## src/design/rv_core_defs.svh

```systemverilog
`ifndef RV_CORE_DEFS_SVH
`define RV_CORE_DEFS_SVH

// Datapath and address width
`define RV_XLEN 64

// Instruction word width
`define RV_ILEN 32

// Architectural registers x0..x31
`define RV_NREGS 32

// Fetch to execute buffering, power of two
`define RV_QUEUE_DEPTH 4

// Major opcodes, bits [6:0]
`define RV_OP_IMM  7'b0010011 // ADDI family
`define RV_OP_REG  7'b0110011 // ADD, SUB, AND, OR, XOR
`define RV_OP_LUI  7'b0110111
`define RV_OP_JAL  7'b1101111
`define RV_OP_JALR 7'b1100111

`endif

```

## src/design/rv_core_pkg.sv

```systemverilog
`default_nettype none

`include "rv_core_defs.svh"

package rv_core_pkg;

  // Data word or byte address
  typedef logic [`RV_XLEN-1:0] xlen_t;

  // Raw instruction word
  typedef logic [`RV_ILEN-1:0] inst_t;

  // Register index
  typedef logic [$clog2(`RV_NREGS)-1:0] reg_addr_t;

  // Decoded operation
  typedef enum logic [3:0] {
    OP_ADDI,
    OP_ADD,
    OP_SUB,
    OP_AND,
    OP_OR,
    OP_XOR,
    OP_LUI,
    OP_JAL,
    OP_JALR,
    OP_NOP    // Anything not supported, retires without a write
  } op_kind_t;

  // Instruction port handshake states
  typedef enum logic [1:0] {
    FETCH_IDLE,      // req low, waiting for ack to fall
    FETCH_WAIT_ACK,  // req high, response wanted
    FETCH_WAIT_DROP  // req high, response to be thrown away
  } fetch_state_t;

endpackage

`default_nettype wire

```

## src/design/inst_queue.sv

```systemverilog
`timescale 1ns/1ps
`default_nettype none

`include "rv_core_defs.svh"

module inst_queue #(
  parameter int depth = `RV_QUEUE_DEPTH // Power of two
) (
  input  wire                       clk,
  input  wire                       reset,
  input  wire                       push,
  input  wire  rv_core_pkg::xlen_t  push_pc,
  input  wire  rv_core_pkg::inst_t  push_inst,
  input  wire                       pop,
  input  wire                       flush,     // Drop everything, push included
  output rv_core_pkg::xlen_t        head_pc,
  output rv_core_pkg::inst_t        head_inst,
  output logic                      empty,
  output logic                      full
);

  localparam int ptr_w = $clog2(depth);

  rv_core_pkg::xlen_t pc_mem   [depth];
  rv_core_pkg::inst_t inst_mem [depth];

  logic [ptr_w-1:0] wr_ptr;
  logic [ptr_w-1:0] rd_ptr;
  logic [ptr_w:0]   count;   // One extra bit to tell full from empty
  logic             do_push;
  logic             do_pop;

  assign empty   = (count == '0);
  assign full    = (count == (ptr_w+1)'(depth));
  assign do_push = push && !full && !flush;
  assign do_pop  = pop && !empty && !flush;

  assign head_pc   = pc_mem[rd_ptr];
  assign head_inst = inst_mem[rd_ptr];

  always_ff @(posedge clk) begin
    if (reset || flush) begin
      wr_ptr <= '0;
      rd_ptr <= '0;
      count  <= '0;
    end else begin
      if (do_push) wr_ptr <= wr_ptr + 1'b1; // Wraps at depth
      if (do_pop)  rd_ptr <= rd_ptr + 1'b1;
      count <= count + (ptr_w+1)'(do_push) - (ptr_w+1)'(do_pop);
    end
  end

  // Storage
  always_ff @(posedge clk) begin
    if (do_push) begin
      pc_mem[wr_ptr]   <= push_pc;
      inst_mem[wr_ptr] <= push_inst;
    end
  end

endmodule

`default_nettype wire

```

## config.mk

```make
export PLATFORM = sky130hd
export DESIGN_NAME = inst_queue
export DESIGN_NICKNAME = d
export VERILOG_FILES = /design/src/design/rv_core_pkg.sv /design/src/design/inst_queue.sv
export VERILOG_INCLUDE_DIRS = /design/src /design/src/design
export SDC_FILE = /design/constraint.sdc
export NUM_CORES = 1
export LEC_CHECK = 0
export BUFFER_PORTS_ARGS = -buffer_cell sky130_fd_sc_hd__buf_2
export CELL_PAD_IN_SITES_DETAIL_PLACEMENT = 0
export CELL_PAD_IN_SITES_GLOBAL_PLACEMENT = 1
export CORE_MARGIN = 8
export CORE_UTILIZATION = 45
export CTS_BUF_LIST = sky130_fd_sc_hd__clkbuf_4 sky130_fd_sc_hd__clkbuf_8 sky130_fd_sc_hd__clkbuf_16
export CTS_CLUSTER_SIZE = 20
export DETAILED_ROUTE_END_ITERATION = 7
export HOLD_SLACK_MARGIN = 0.05
export PLACE_DENSITY = 0.84
export SETUP_SLACK_MARGIN = 0.3
export SYNTH_ARGS = -nofsm -noshare
export SYNTH_HDL_FRONTEND = slang
export SYNTH_SLANG_ARGS = --single-unit
export TNS_END_PERCENT = 100
```

## constraint.sdc

```tcl
create_clock -name clk -period 3.6 [get_ports clk]
set_input_delay 0.54 -clock clk [delete_from_list [all_inputs] [get_ports clk]]
set_output_delay 0.54 -clock clk [all_outputs]
set_load 0.05 [all_outputs]
```

==> results by group <==
Placement
  • Buffers added on ports: 198
  • Placed Cells incl. Taps: 1,144
  • RePlAce Congestion: 0.723
  • Dpl ws: 0.924 ns
  • Hpwl dp: 17.0 mm

CTS
  • Root Buffer: clkbuf_16
  • CTS buffer count: 40
  • Postcts setup bufs: 0
  • Clock-pin slew on the worst setup and hold paths: 0.06 ns
  • H-tree depth: 2
  • Skew-Pair Late Insertion Delay: 0.51 ns
  • Hold-fix buffers at CTS: 0
  • Resized Gates After CTS: 0
  • Clock Path Buffers: 3
  • CTS Sinks: 393
  • CTS tree: built

Cells and area
  • Layout cell share with drive strength beyond 1: 46.7%
  • Nets@finish: 892
  • Area Growth Syn to Fin: 19.9%
  • Final Non-Filler Cells: 1,213
  • Fin util: 54.6%

Floorplanning
  • Starting density of the core: 45.6%
  • Die area: 37,800 µm²
  • Die Wd: 195 µm
  • Core Region: 31,500 µm²
  • Chip height: 195 µm
  • Site row count: 65
  • IO Pins: 199

Outcome
  • Status: completed

Pwr
  • Sw Share: 20.3%
  • Clock Power Share: 41.7%
  • Leakage: 5.69 nW
  • Max VDD drop: 445 µV
  • P_sw: 1.95 mW
  • Comb pwr share: 5.3%
  • Part of the power in registers: 53.1%
  • Internal: 7.68 mW
  • Cell Pwr Density: 560 nW/µm²

Yosys
  • Post-Synth Simple-Gate Area: 0.820%
  • Library cells used by synthesis: 23
  • Syn Area/Cell: 26.0 µm²
  • Complex-gate fraction of the synthesized area: 0.0872%
  • Synth Register Bits: 393
  • Syn Inst Count: 552
  • Number of synthesis warnings: 0
  • Seq/Total Area, Yosys: 81.6%
  • Synth Net Count: 660
  • Synth Area in Adders: 0.663%
  • Largest family of logic cells by synthesized area: multiplexers
  • Synth Area in XOR/XNOR: 0.122%
  • Synthesized cell area: 14,300 µm²
  • Post-synthesis mux area share: 15.4%

Global routing
  • Initial antenna violation count: 10
  • Tot GR Track Use: 14.1%
  • Vias in the first global route: 6,898
  • Pin count of the biggest net entering global routing: 60
  • GRT overflow: 0
  • First-pass GRT wire length: 41.2 mm

Timing
  • Final hold slack: 0.219 ns
  • Slew HR: 56.0%
  • Worst Clk Skew: 0.0100 ns
  • Final setup margin: 0.748 ns
  • Crit path time final: 2.85 ns
  • Tcrit/Tclk final: 79.2%
  • Final hold vios: 0
  • RSZ-0062 raised after global routing: false
  • F_max: 0.351 GHz
  • Setup TNS: 0 ns
  • Setup violators final: 0
  • Max-slew violations: 0
  • Slew @ Worst Pin: 0.660 ns

Critical path
  • Crit start category: flop
  • Req. time, crit path: 3.06 ns
  • Kind of critical path: flop to output pin
  • Critical Path End Type: output pin
  • Worst Path Arrival: 2.31 ns
  • Worst-path fanout max: 47
  • Reg-to-reg startpoint: count[2]

Routing
  • WL/cell: 22.3 µm
  • Total Routed Length: 27.0 mm
  • Final antenna-violating net count: 0
  • Pre-antenna DRT Iters: 4
  • 1st-iter DRT viols: 330
  • # DRC: 0
  • Drt via density: 5.29
  • DR vias: 6,416

Hold path
  • Origin of the worst min-delay path: reset
  • Hold Path Class: primary input to flop

Job
  • # Max-Cap Violations: 0
## state kept, by name, summed over array words and instances, names as in the netlist, named ones only
register / cells
count: 3
inst_mem: 128
pc_mem: 256
rd_ptr: 2
wr_ptr: 2
## cells by family after synthesis
group | after synthesis
simple gates | 20
buf+inv | 28
xor+xnor | 2
flops | 393
fa+ha+maj | 7
compound gates | 2
mux | 100
## cell usage after synthesis (all sizes together)
master  instances  area share (%)
edfxtp        384              80
mux4           96              15
buf            17             1.0
dfxtp           9             1.3
and2            6            0.26
ha              6            0.52
inv             6            0.16
clkbuf          5            0.13
nand2           5            0.13
mux2i           4            0.28
nor3b           3            0.19
nor3            2           0.070
or3             2           0.087
xnor2           2            0.12
a21boi          1           0.052
fa              1            0.14
nand3b          1           0.052
nor2            1           0.026
o21ai           1           0.035
## cells in the final DEF (no fill, tap or decap), types with 6 or more instances in the layout
cell type	instances
clkbuf_4	9
buf_2	198
clkbuf_16	41
clkinv_1	6
mux4_2	96
inv_1	6
buf_12	8
edfxtp_1	384
buf_4	6
dfxtp_1	7
ha_1	6
## path summary, 6_finish.rpt
check        depth (start not counted)  slack [ns]      endpoint
max reg2reg                         10        1.16      count[2]
min reg2reg                          2        0.51     rd_ptr[1]
min                                  2        0.22      count[2]
max                                  3        0.75  head_inst[1]
## routing by layer
metal / track usage (%) / up-vias / wire [µm]
met4: 3.48 / 18 / 454
li1: - / 2832 / -
met3: 5.01 / 57 / 1980
met1: 18.1 / 3325 / 11400
met2: 22.7 / 184 / 13100
met5: 0 / - / 114
## critical path, stage by stage, from the launching register on
cell and delay (ns):
dfxtp_4 0.77, buf_12 0.35, mux4_2 0.39, buf_2 0.24
## power by group through the flow
stage / Sequential, mW / Combinational [mW] / Clock [mW]
after floorplan: 5.21 / 0.314 / 0
after global placement: 5.20 / 0.506 / 0
after detailed placement: 5.21 / 0.517 / 0
after CTS: 5.11 / 0.518 / 4.11
after global routing: 5.12 / 0.539 / 4.27
final: 5.11 / 0.508 / 4.01
## through the flow
step | instance area [µm²] | power (mW)
finish | 17200 | 9.63
global route | 17200 | 9.92
CTS | 17200 | 9.74
detailed placement | 15900 | 5.72
global placement | 15900 | 5.71
floorplan | 14400 | 5.52
## final cells by class
cell class	instances	area, µm²
Fill cell	2389	14300
Sequential cell	393	11700
Multi-Input combinational cell	131	2460
Timing Repair Buffer	212	1200
Clock buffer	50	1090
Tap cell	402	503
Clock inverter	18	196
Inverter	6	22.5
Antenna cell	1	2.50
Power figures use the tool's default switching activity.
