==> config.mk <==
export PLATFORM = sky130hd
export DESIGN_NAME = fetch_unit
export DESIGN_NICKNAME = d
export VERILOG_FILES = /design/src/design/rv_core_pkg.sv /design/src/design/fetch_unit.sv
export VERILOG_INCLUDE_DIRS = /design/src /design/src/design
export SDC_FILE = /design/constraint.sdc
export NUM_CORES = 1
export LEC_CHECK = 0
export BUFFER_PORTS_ARGS = -buffer_cell sky130_fd_sc_hd__buf_2
export CORE_UTILIZATION = 54
export DETAILED_ROUTE_END_ITERATION = 10
export PLACE_DENSITY = 0.85
export SYNTH_ARGS = -nofsm -noshare
export SYNTH_HDL_FRONTEND = slang
export SYNTH_SLANG_ARGS = --single-unit
==> constraint.sdc <==
create_clock -name clk -period 12.8 [get_ports clk]
set_input_delay 1.92 -clock clk [delete_from_list [all_inputs] [get_ports clk]]
set_output_delay 1.92 -clock clk [all_outputs]
set_load 0.02 [all_outputs]
==> src/design/rv_core_defs.svh <==
`ifndef RV_CORE_DEFS_SVH
`define RV_CORE_DEFS_SVH

// Datapath and address width
`define RV_XLEN 64

// Instruction word width
`define RV_ILEN 32

// Architectural registers x0..x31
`define RV_NREGS 32

// Fetch to execute buffering, power of two
`define RV_QUEUE_DEPTH 4

// Major opcodes, bits [6:0]
`define RV_OP_IMM  7'b0010011 // ADDI family
`define RV_OP_REG  7'b0110011 // ADD, SUB, AND, OR, XOR
`define RV_OP_LUI  7'b0110111
`define RV_OP_JAL  7'b1101111
`define RV_OP_JALR 7'b1100111

`endif

==> src/design/rv_core_pkg.sv <==
`default_nettype none

`include "rv_core_defs.svh"

package rv_core_pkg;

  // Data word or byte address
  typedef logic [`RV_XLEN-1:0] xlen_t;

  // Raw instruction word
  typedef logic [`RV_ILEN-1:0] inst_t;

  // Register index
  typedef logic [$clog2(`RV_NREGS)-1:0] reg_addr_t;

  // Decoded operation
  typedef enum logic [3:0] {
    OP_ADDI,
    OP_ADD,
    OP_SUB,
    OP_AND,
    OP_OR,
    OP_XOR,
    OP_LUI,
    OP_JAL,
    OP_JALR,
    OP_NOP    // Anything not supported, retires without a write
  } op_kind_t;

  // Instruction port handshake states
  typedef enum logic [1:0] {
    FETCH_IDLE,      // req low, waiting for ack to fall
    FETCH_WAIT_ACK,  // req high, response wanted
    FETCH_WAIT_DROP  // req high, response to be thrown away
  } fetch_state_t;

endpackage

`default_nettype wire

==> src/design/fetch_unit.sv <==
`timescale 1ns/1ps
`default_nettype none

`include "rv_core_defs.svh"

module fetch_unit (
  input  wire                       clk,
  input  wire                       reset,
  input  wire  rv_core_pkg::xlen_t  entry,       // Start address after reset
  input  wire                       imem_ack,
  input  wire  rv_core_pkg::inst_t  imem_data,
  input  wire                       full,        // Queue back-pressure
  input  wire                       redirect,
  input  wire  rv_core_pkg::xlen_t  redirect_pc,
  output logic                      imem_req,
  output rv_core_pkg::xlen_t        imem_addr,
  output logic                      push,
  output rv_core_pkg::xlen_t        push_pc,
  output rv_core_pkg::inst_t        push_inst
);

  localparam int unsigned inst_bytes = `RV_ILEN / 8;

  rv_core_pkg::fetch_state_t state;
  rv_core_pkg::xlen_t        pc;      // Address of the next request
  logic                      issue;   // Open a new handshake
  logic                      capture; // Take the returned word into the queue

  // New request only once memory has let go of ack
  assign issue   = (state == rv_core_pkg::FETCH_IDLE) && !redirect && !imem_ack;
  // Stall on full, ack stays high and data stays valid meanwhile
  assign capture = (state == rv_core_pkg::FETCH_WAIT_ACK) && imem_ack && !full && !redirect;

  always_ff @(posedge clk) begin
    if (reset) begin
      state    <= rv_core_pkg::FETCH_IDLE;
      pc       <= entry;
      imem_req <= 1'b0;
      push     <= 1'b0;
    end else begin
      push <= 1'b0; // One cycle pulse per captured word
      case (state)
        rv_core_pkg::FETCH_IDLE: begin
          if (redirect) begin
            pc <= redirect_pc; // Request the target next
          end else if (issue) begin
            imem_req <= 1'b1;
            state    <= rv_core_pkg::FETCH_WAIT_ACK;
          end
        end
        rv_core_pkg::FETCH_WAIT_ACK: begin
          if (redirect) begin
            pc <= redirect_pc;
            // In-flight word is wrong path
            if (imem_ack) begin
              imem_req <= 1'b0; // Close now and drop the word
              state    <= rv_core_pkg::FETCH_IDLE;
            end else begin
              state <= rv_core_pkg::FETCH_WAIT_DROP;
            end
          end else if (capture) begin
            imem_req <= 1'b0;
            push     <= 1'b1;
            pc       <= pc + rv_core_pkg::xlen_t'(inst_bytes);
            state    <= rv_core_pkg::FETCH_IDLE;
          end
        end
        rv_core_pkg::FETCH_WAIT_DROP: begin
          if (redirect) begin
            pc <= redirect_pc; // Latest target wins
          end
          if (imem_ack) begin
            imem_req <= 1'b0; // Finish handshake, discard data
            state    <= rv_core_pkg::FETCH_IDLE;
          end
        end
        default: begin
          imem_req <= 1'b0;
          state    <= rv_core_pkg::FETCH_IDLE;
        end
      endcase
    end
  end

  // Address and captured word
  always_ff @(posedge clk) begin
    if (issue) begin
      imem_addr <= pc; // Held stable for the whole handshake
    end
    if (capture) begin
      push_pc   <= imem_addr;
      push_inst <= imem_data;
    end
  end

endmodule

`default_nettype wire

==> run metrics, run 1 <==
yosys warns 0; sequential area share after synthesis 71.3%; RSZ-0062 raised after global routing no; final setup fails 0; max frequency 289 MHz; vias per cell 5.62; clk root buf clkbuf_16; minimum clock period 3.46 ns; Final TNS setup 0 ns; Syn-to-layout area delta 28.4%; hold-fix buffers at CTS 0; # rows 48; Critical-path top delay cell buf_4; Finished Layout Cells 1265; Cell variety after synth 49; htree depth 1; Clock Skews 0.0103 ns; Slew headroom 28.5%; Nets 1180; drc violations 0; Worst-Margin Slew 1.07 ns; die width 135 um; # IOs 327; synthesized cell area 0.00954 mm2; crit path launch type input port; Max IR drop VDD 0.111 mV; first-pass GRT wire length 35500 um; PortBufs 326; syn_nets 857; core area 0.0173 mm2; pwr dens 145 mW/mm2; finished layout cell area 0.0123 mm2; max-slew violations 0; ys flop type edfxtp_1; most used cell along the critical path buf_4; gpl congestion 0.819; CTS tree done; Initial DRC Count 657; CP endpoint kind flop; fraction of registers with async set or reset after synthesis 0%; clock buffers created by TritonCTS 24; Mapped Cells 691; Final ANT Viol Nets 0; die area 0.0182 mm2; Mean Syn Cell Area 13.8 um2; R2R Setup Slk 9.71 ns; critical path, cell by cell buf_2, inv_1, nand3_1, nor3_2, buf_4, buf_4; clk slew on worst S/H paths 0.06 ns; Hold Fails Final Rpt 0; max_cap viols 0; Placement Cell Area 0.0114 mm2; area leader, netlist edfxtp_1; Clk Latency, worst-skew pair 0.50 ns; Die Height 135 um; drt pass-1 iters 5; final period utilization 27.0%; #FFs+latches synth 228; Placed Cells 1213; Yosys top cell area share 70.5%; Static Leak 0.00473 uW; Vias 7108; initial core utilization 55.2%; WP data arrival 3.59 ns; EDFF count, synth 224; DPL Wire Length 16500 um; post-CTS setup buffers 0; post_cts resized 0; crit-path max cell delay 0.63 ns; top area cells in the synthesized netlist edfxtp_1 (70%), nand2_1 (3.8%), xnor2_1 (3.0%); vias in the first global route 6483; wire per inst 19.1 um; routed wire length 24200 um; GRT Total Usage 25.7%; Critical Path Fanout Max 52; CP Class input port to flop; Clock Tree Buf Depth 3; Overflow after GRT 0; number of clock sinks 228; status finished clean; pin count of the biggest net entering global routing 93; share of post-route cells with drive strength above 1 38.4%; Worst EP required 12.93 ns; initial antenna violation count 8; Hold WC Path Type flop to flop
## metrics by stage
stage	worst slack [ns]	power, uW	utilization [%]	hold slack [ns]
after floorplan	3.44	982	-	0.400
after global placement	8.90	1040	65.8	0.406
after detailed placement	8.82	1040	65.8	0.409
after CTS	9.35	1780	70.8	0.424
after global routing	9.22	1830	70.8	0.437
final	9.34	1770	70.9	0.428
## layout by cell type (no fill, tap or decap), types with 3 or more instances in the layout
cell type / Yosys / routed
o31ai_1: 9 / 9
clkbuf_16: 0 / 25
nand4_2: 4 / 4
xnor2_1: 33 / 33
dfxtp_1: 4 / 4
nor2_1: 40 / 40
nand3_1: 15 / 15
nand4_1: 15 / 15
o221ai_1: 16 / 16
mux2i_1: 6 / 6
inv_1: 9 / 9
and4_1: 5 / 5
or3_1: 4 / 4
nor3b_1: 16 / 16
clkinv_2: 0 / 4
bufinv_16: 0 / 5
and2_1: 3 / 3
nor4_2: 10 / 11
diode_2: 0 / 8
nor4_1: 6 / 5
buf_2: 3 / 325
nand2_1: 96 / 96
xor2_1: 18 / 18
buf_4: 1 / 8
a21oi_1: 30 / 30
and3_1: 9 / 9
o21ai_0: 36 / 36
edfxtp_1: 224 / 224
clkbuf_1: 29 / 4
nor3_1: 16 / 15
nor3_2: 2 / 3
## path summary, 6_finish.rpt
| path | to | start | depth (start not counted) |
|---|---|---|---|
| worst min-delay path | imem_addr[1]$_DFFE_PP_ | pc[1]$_DFFE_PP_ | 0 |
| worst min register to register | imem_addr[1]$_DFFE_PP_ | pc[1]$_DFFE_PP_ | 0 |
| worst max register to register | pc[44]$_DFFE_PP_ | pc[2]$_DFFE_PP_ | 7 |
| worst max-delay path | push_inst[29]$_DFFE_PP_ | full | 6 |
## cell families (layout without fill, tap and decap cells)
logic type | count (synthesis) | after routing | share of synthesized area (%)
compound gates | 110 | 110 | 7.32
xor+xnor | 51 | 51 | 4.68
fa+ha+maj | 1 | 1 | 0.131
buf+inv | 45 | 386 | 1.93
flops | 228 | 228 | 71.3
mux | 7 | 7 | 0.747
other cells | 0 | 8 | 0
simple gates | 249 | 249 | 13.9
## cell usage after synthesis (all sizes together) (10+ instances only)
master,instances
nand4,19
xnor2,33
edfxtp,224
o221ai,16
clkbuf,29
nor2,40
xor2,18
a21oi,30
o31ai,10
nor4,17
nor3,18
nand2,96
o21ai,39
nand3,15
nor3b,16
## flip-flops by register name, summed over array words and instances (netlist names)
signal	flops
push	1
push_inst	32
state	2
push_pc	64
imem_addr	64
pc	64
imem_req	1
## routing by layer
layer	track usage (%)	part of all wire, %
met5	0	0.054
met4	9.43	2.3
met3	5.48	8.6
met2	43.4	51
met1	32.8	38
## power by group
part	total, uW	internal (uW)	switching (uW)	leakage [uW]
clock network	743	460	283	0.000413
registers	901	865	35.5	0.00216
logic	129	54.5	74.6	0.00216
total	1770	1380	393	0.00473
## worst max-delay path, delay by kind of cell
family                 cells  cell delay [ns]
buffers and inverters      4             1.32
AND/OR/NAND/NOR            2             0.29
## cell type report
class	count	area (um2)
diodes	8	20.0
fillers	1148	5040
flip-flops and latches	228	6810
clock inverters	15	213
well taps	225	282
repair buffers	333	1690
clock buffers	29	641
multi-input cells	418	2580
inverters	9	33.8
Note: power is estimated with default switching activity, not from simulation.
==> run 2, diff against run 1 <==
CORE_UTILIZATION = 50   (was 54)
PLACE_DENSITY = 0.8   (was 0.85)
clock period = 3.5 ns   (was 12.8 ns; I/O delays follow)
==> run 2 against run 1 <==
Net effect:
- hold slack lost 0.24 ns
- sequential share of layout area shrank 0.15 points
- worst setup slack lost 8.7 ns
- critical path depth is the same
- clock power grew to 3.5 times the previous value
- routed wire length shrank 3.1%
- non-clock buffer count grew 3
- cell count grew 0.63%
- sequential power grew to 3.7 times the previous value
- register-to-register slack lost 9.0 ns
- clock-buffer cell count is the same
- highest routed layer is now met4
==> run metrics, run 2 (synthesis gave the netlist of run 1 again) <==
Worst-Margin Slew 0.739 ns; Final TNS setup 0 ns; wire per inst 18.4 um; initial core utilization 51.0%; minimum clock period 2.82 ns; switching power total 1440 uW; Nets 1183; drt pass-1 iters 4; Most Crowded Layer GR met2; Max IR drop VDD 0.349 mV; RSZ-0062 raised after global routing no; Hold WC Path Type input port to flop; # fillers 1400; htree depth 1; clk slew on worst S/H paths 0.06 ns; # IOs 327; biggest regs imem_addr (64), pc (64), push_pc (64); GRT Total Usage 23.4%; post-place setup slack 0.721 ns; final period utilization 80.6%; met1 Usage GRT 29.9%; # rows 50; Static Leak 0.00474 uW; vias in the first global route 6653; FF+latch area 0.00681 mm2; CTS tree done; final setup margin 0.679 ns; Worst Reg-to-Reg Cells 6; Syn-to-layout area delta 28.8%; post_cts resized 0; die area 0.0196 mm2; number of clock sinks 228; Multi-input gate area 0.00260 mm2; gpl congestion 0.861; crit path launch type flop; hold-fix buffers at CTS 0; met2 Use GR 39.5%; final setup fails 0; Slew headroom 50.6%; drc violations 0; Initial DRC Count 503; pwr dens 516 mW/mm2; Die Height 140 um; register share of total power 51.8%; M3 GR Usage 4.92%; die width 140 um; CP endpoint kind flop; clock buffers created by TritonCTS 24; core area 0.0187 mm2; sw frac 22.6%; Clock Tree Buf Depth 3; Clk Latency, worst-skew pair 0.50 ns; max_cap viols 0; power share of the combinational group 7.6%; Clock Power Share 40.6%; most frequent cells in the layout buf_2 (325), edfxtp_1 (224), nand2_1 (96), nor2_1 (40), o21ai_0 (36); clk root buf clkbuf_16; first-pass GRT wire length 35700 um; Hold Fails Final Rpt 0; Critical Path Fanout Max 13; Vias 6961; routed wire length 23400 um; Clock Skews 0.0108 ns; initial antenna violation count 4; Final ANT Viol Nets 0; share of post-route cells with drive strength above 1 38.6%; max-slew violations 0; PortBufs 326; commonest non-fill, non-tap cell in the layout buf_2; DPL Wire Length 16400 um; post-CTS setup buffers 0; vias per cell 5.47; status finished clean; Worst EP required 3.87 ns; CP Class flop to flop; internal power 4900 uW; max frequency 354 MHz; WP data arrival 3.19 ns; Overflow after GRT 0; pin count of the biggest net entering global routing 92; worst hold stages 1
[run 2: cell count changes in the layout (fill, tap and decap cells not counted), sizes merged]
| cell | before | now |
|---|---|---|
| bufinv | 5 | 3 |
| clkinv | 7 | 10 |
| inv | 10 | 11 |
| clkinvlp | 2 | 0 |
| buf | 333 | 336 |
| diode | 8 | 4 |
[run 2: power groups by stage]
stage          Clock (uW)  Combinational [uW]  Sequential, uW
2_1_floorplan           0                 220            3370
3_3_place_gp            0                 468            3330
3_5_place_dp            0                 483            3340
4_1_cts              2610                 486            3280
5_1_grt              2700                 531            3300
6_report             2570                 480            3290
[run 2: final timing paths]
path	start	endpoint	slack, ns
min reg2reg	pc[0]$_DFFE_PP_	imem_addr[0]$_DFFE_PP_	0.43
max reg2reg	pc[32]$_DFFE_PP_	pc[60]$_DFFE_PP_	0.68
min	imem_data[11]	push_inst[11]$_DFFE_PP_	0.19
max	pc[32]$_DFFE_PP_	pc[60]$_DFFE_PP_	0.68
[run 2: worst max-delay path, stage by stage (launching register included)]
cell,delay (ns)
edfxtp_1,0.45
nand4_1,0.30
nor3_2,0.33
nand4_1,0.63
or4_1,0.70
o21ai_1,0.13
a221o_1,0.15
[run 2: cell type report]
class	count	share of cell area (%)
clock buffer	29	5.21
antenna	4	0.0814
tap	234	2.38
clock inverter	15	1.34
sequential	228	55.4
timing repair buffer	336	14.2
inverter	9	0.275
multi-input combinational	418	21.1
[run 2: stage by stage]
step	hold slack, ns	utilization (%)	cells	area, um2	total power (uW)
4_1_cts	0.176	65.7	1269	12300	6390
5_1_grt	0.180	65.7	1271	12300	6540
2_1_floorplan	0.400	-	691	9580	3590
3_3_place_gp	0.404	61.4	1225	11500	3800
3_5_place_dp	0.419	61.4	1225	11500	3820
6_report	0.192	65.7	1273	12300	6340
[run 2: metal layers]
| metal | up-vias | share of wire, % |
|---|---|---|
| li1 | 3270 | - |
| met1 | 3320 | 40 |
| met2 | 320 | 50 |
| met3 | 51 | 7.5 |
| met4 | 0 | 3.2 |
| met5 | - | 0 |
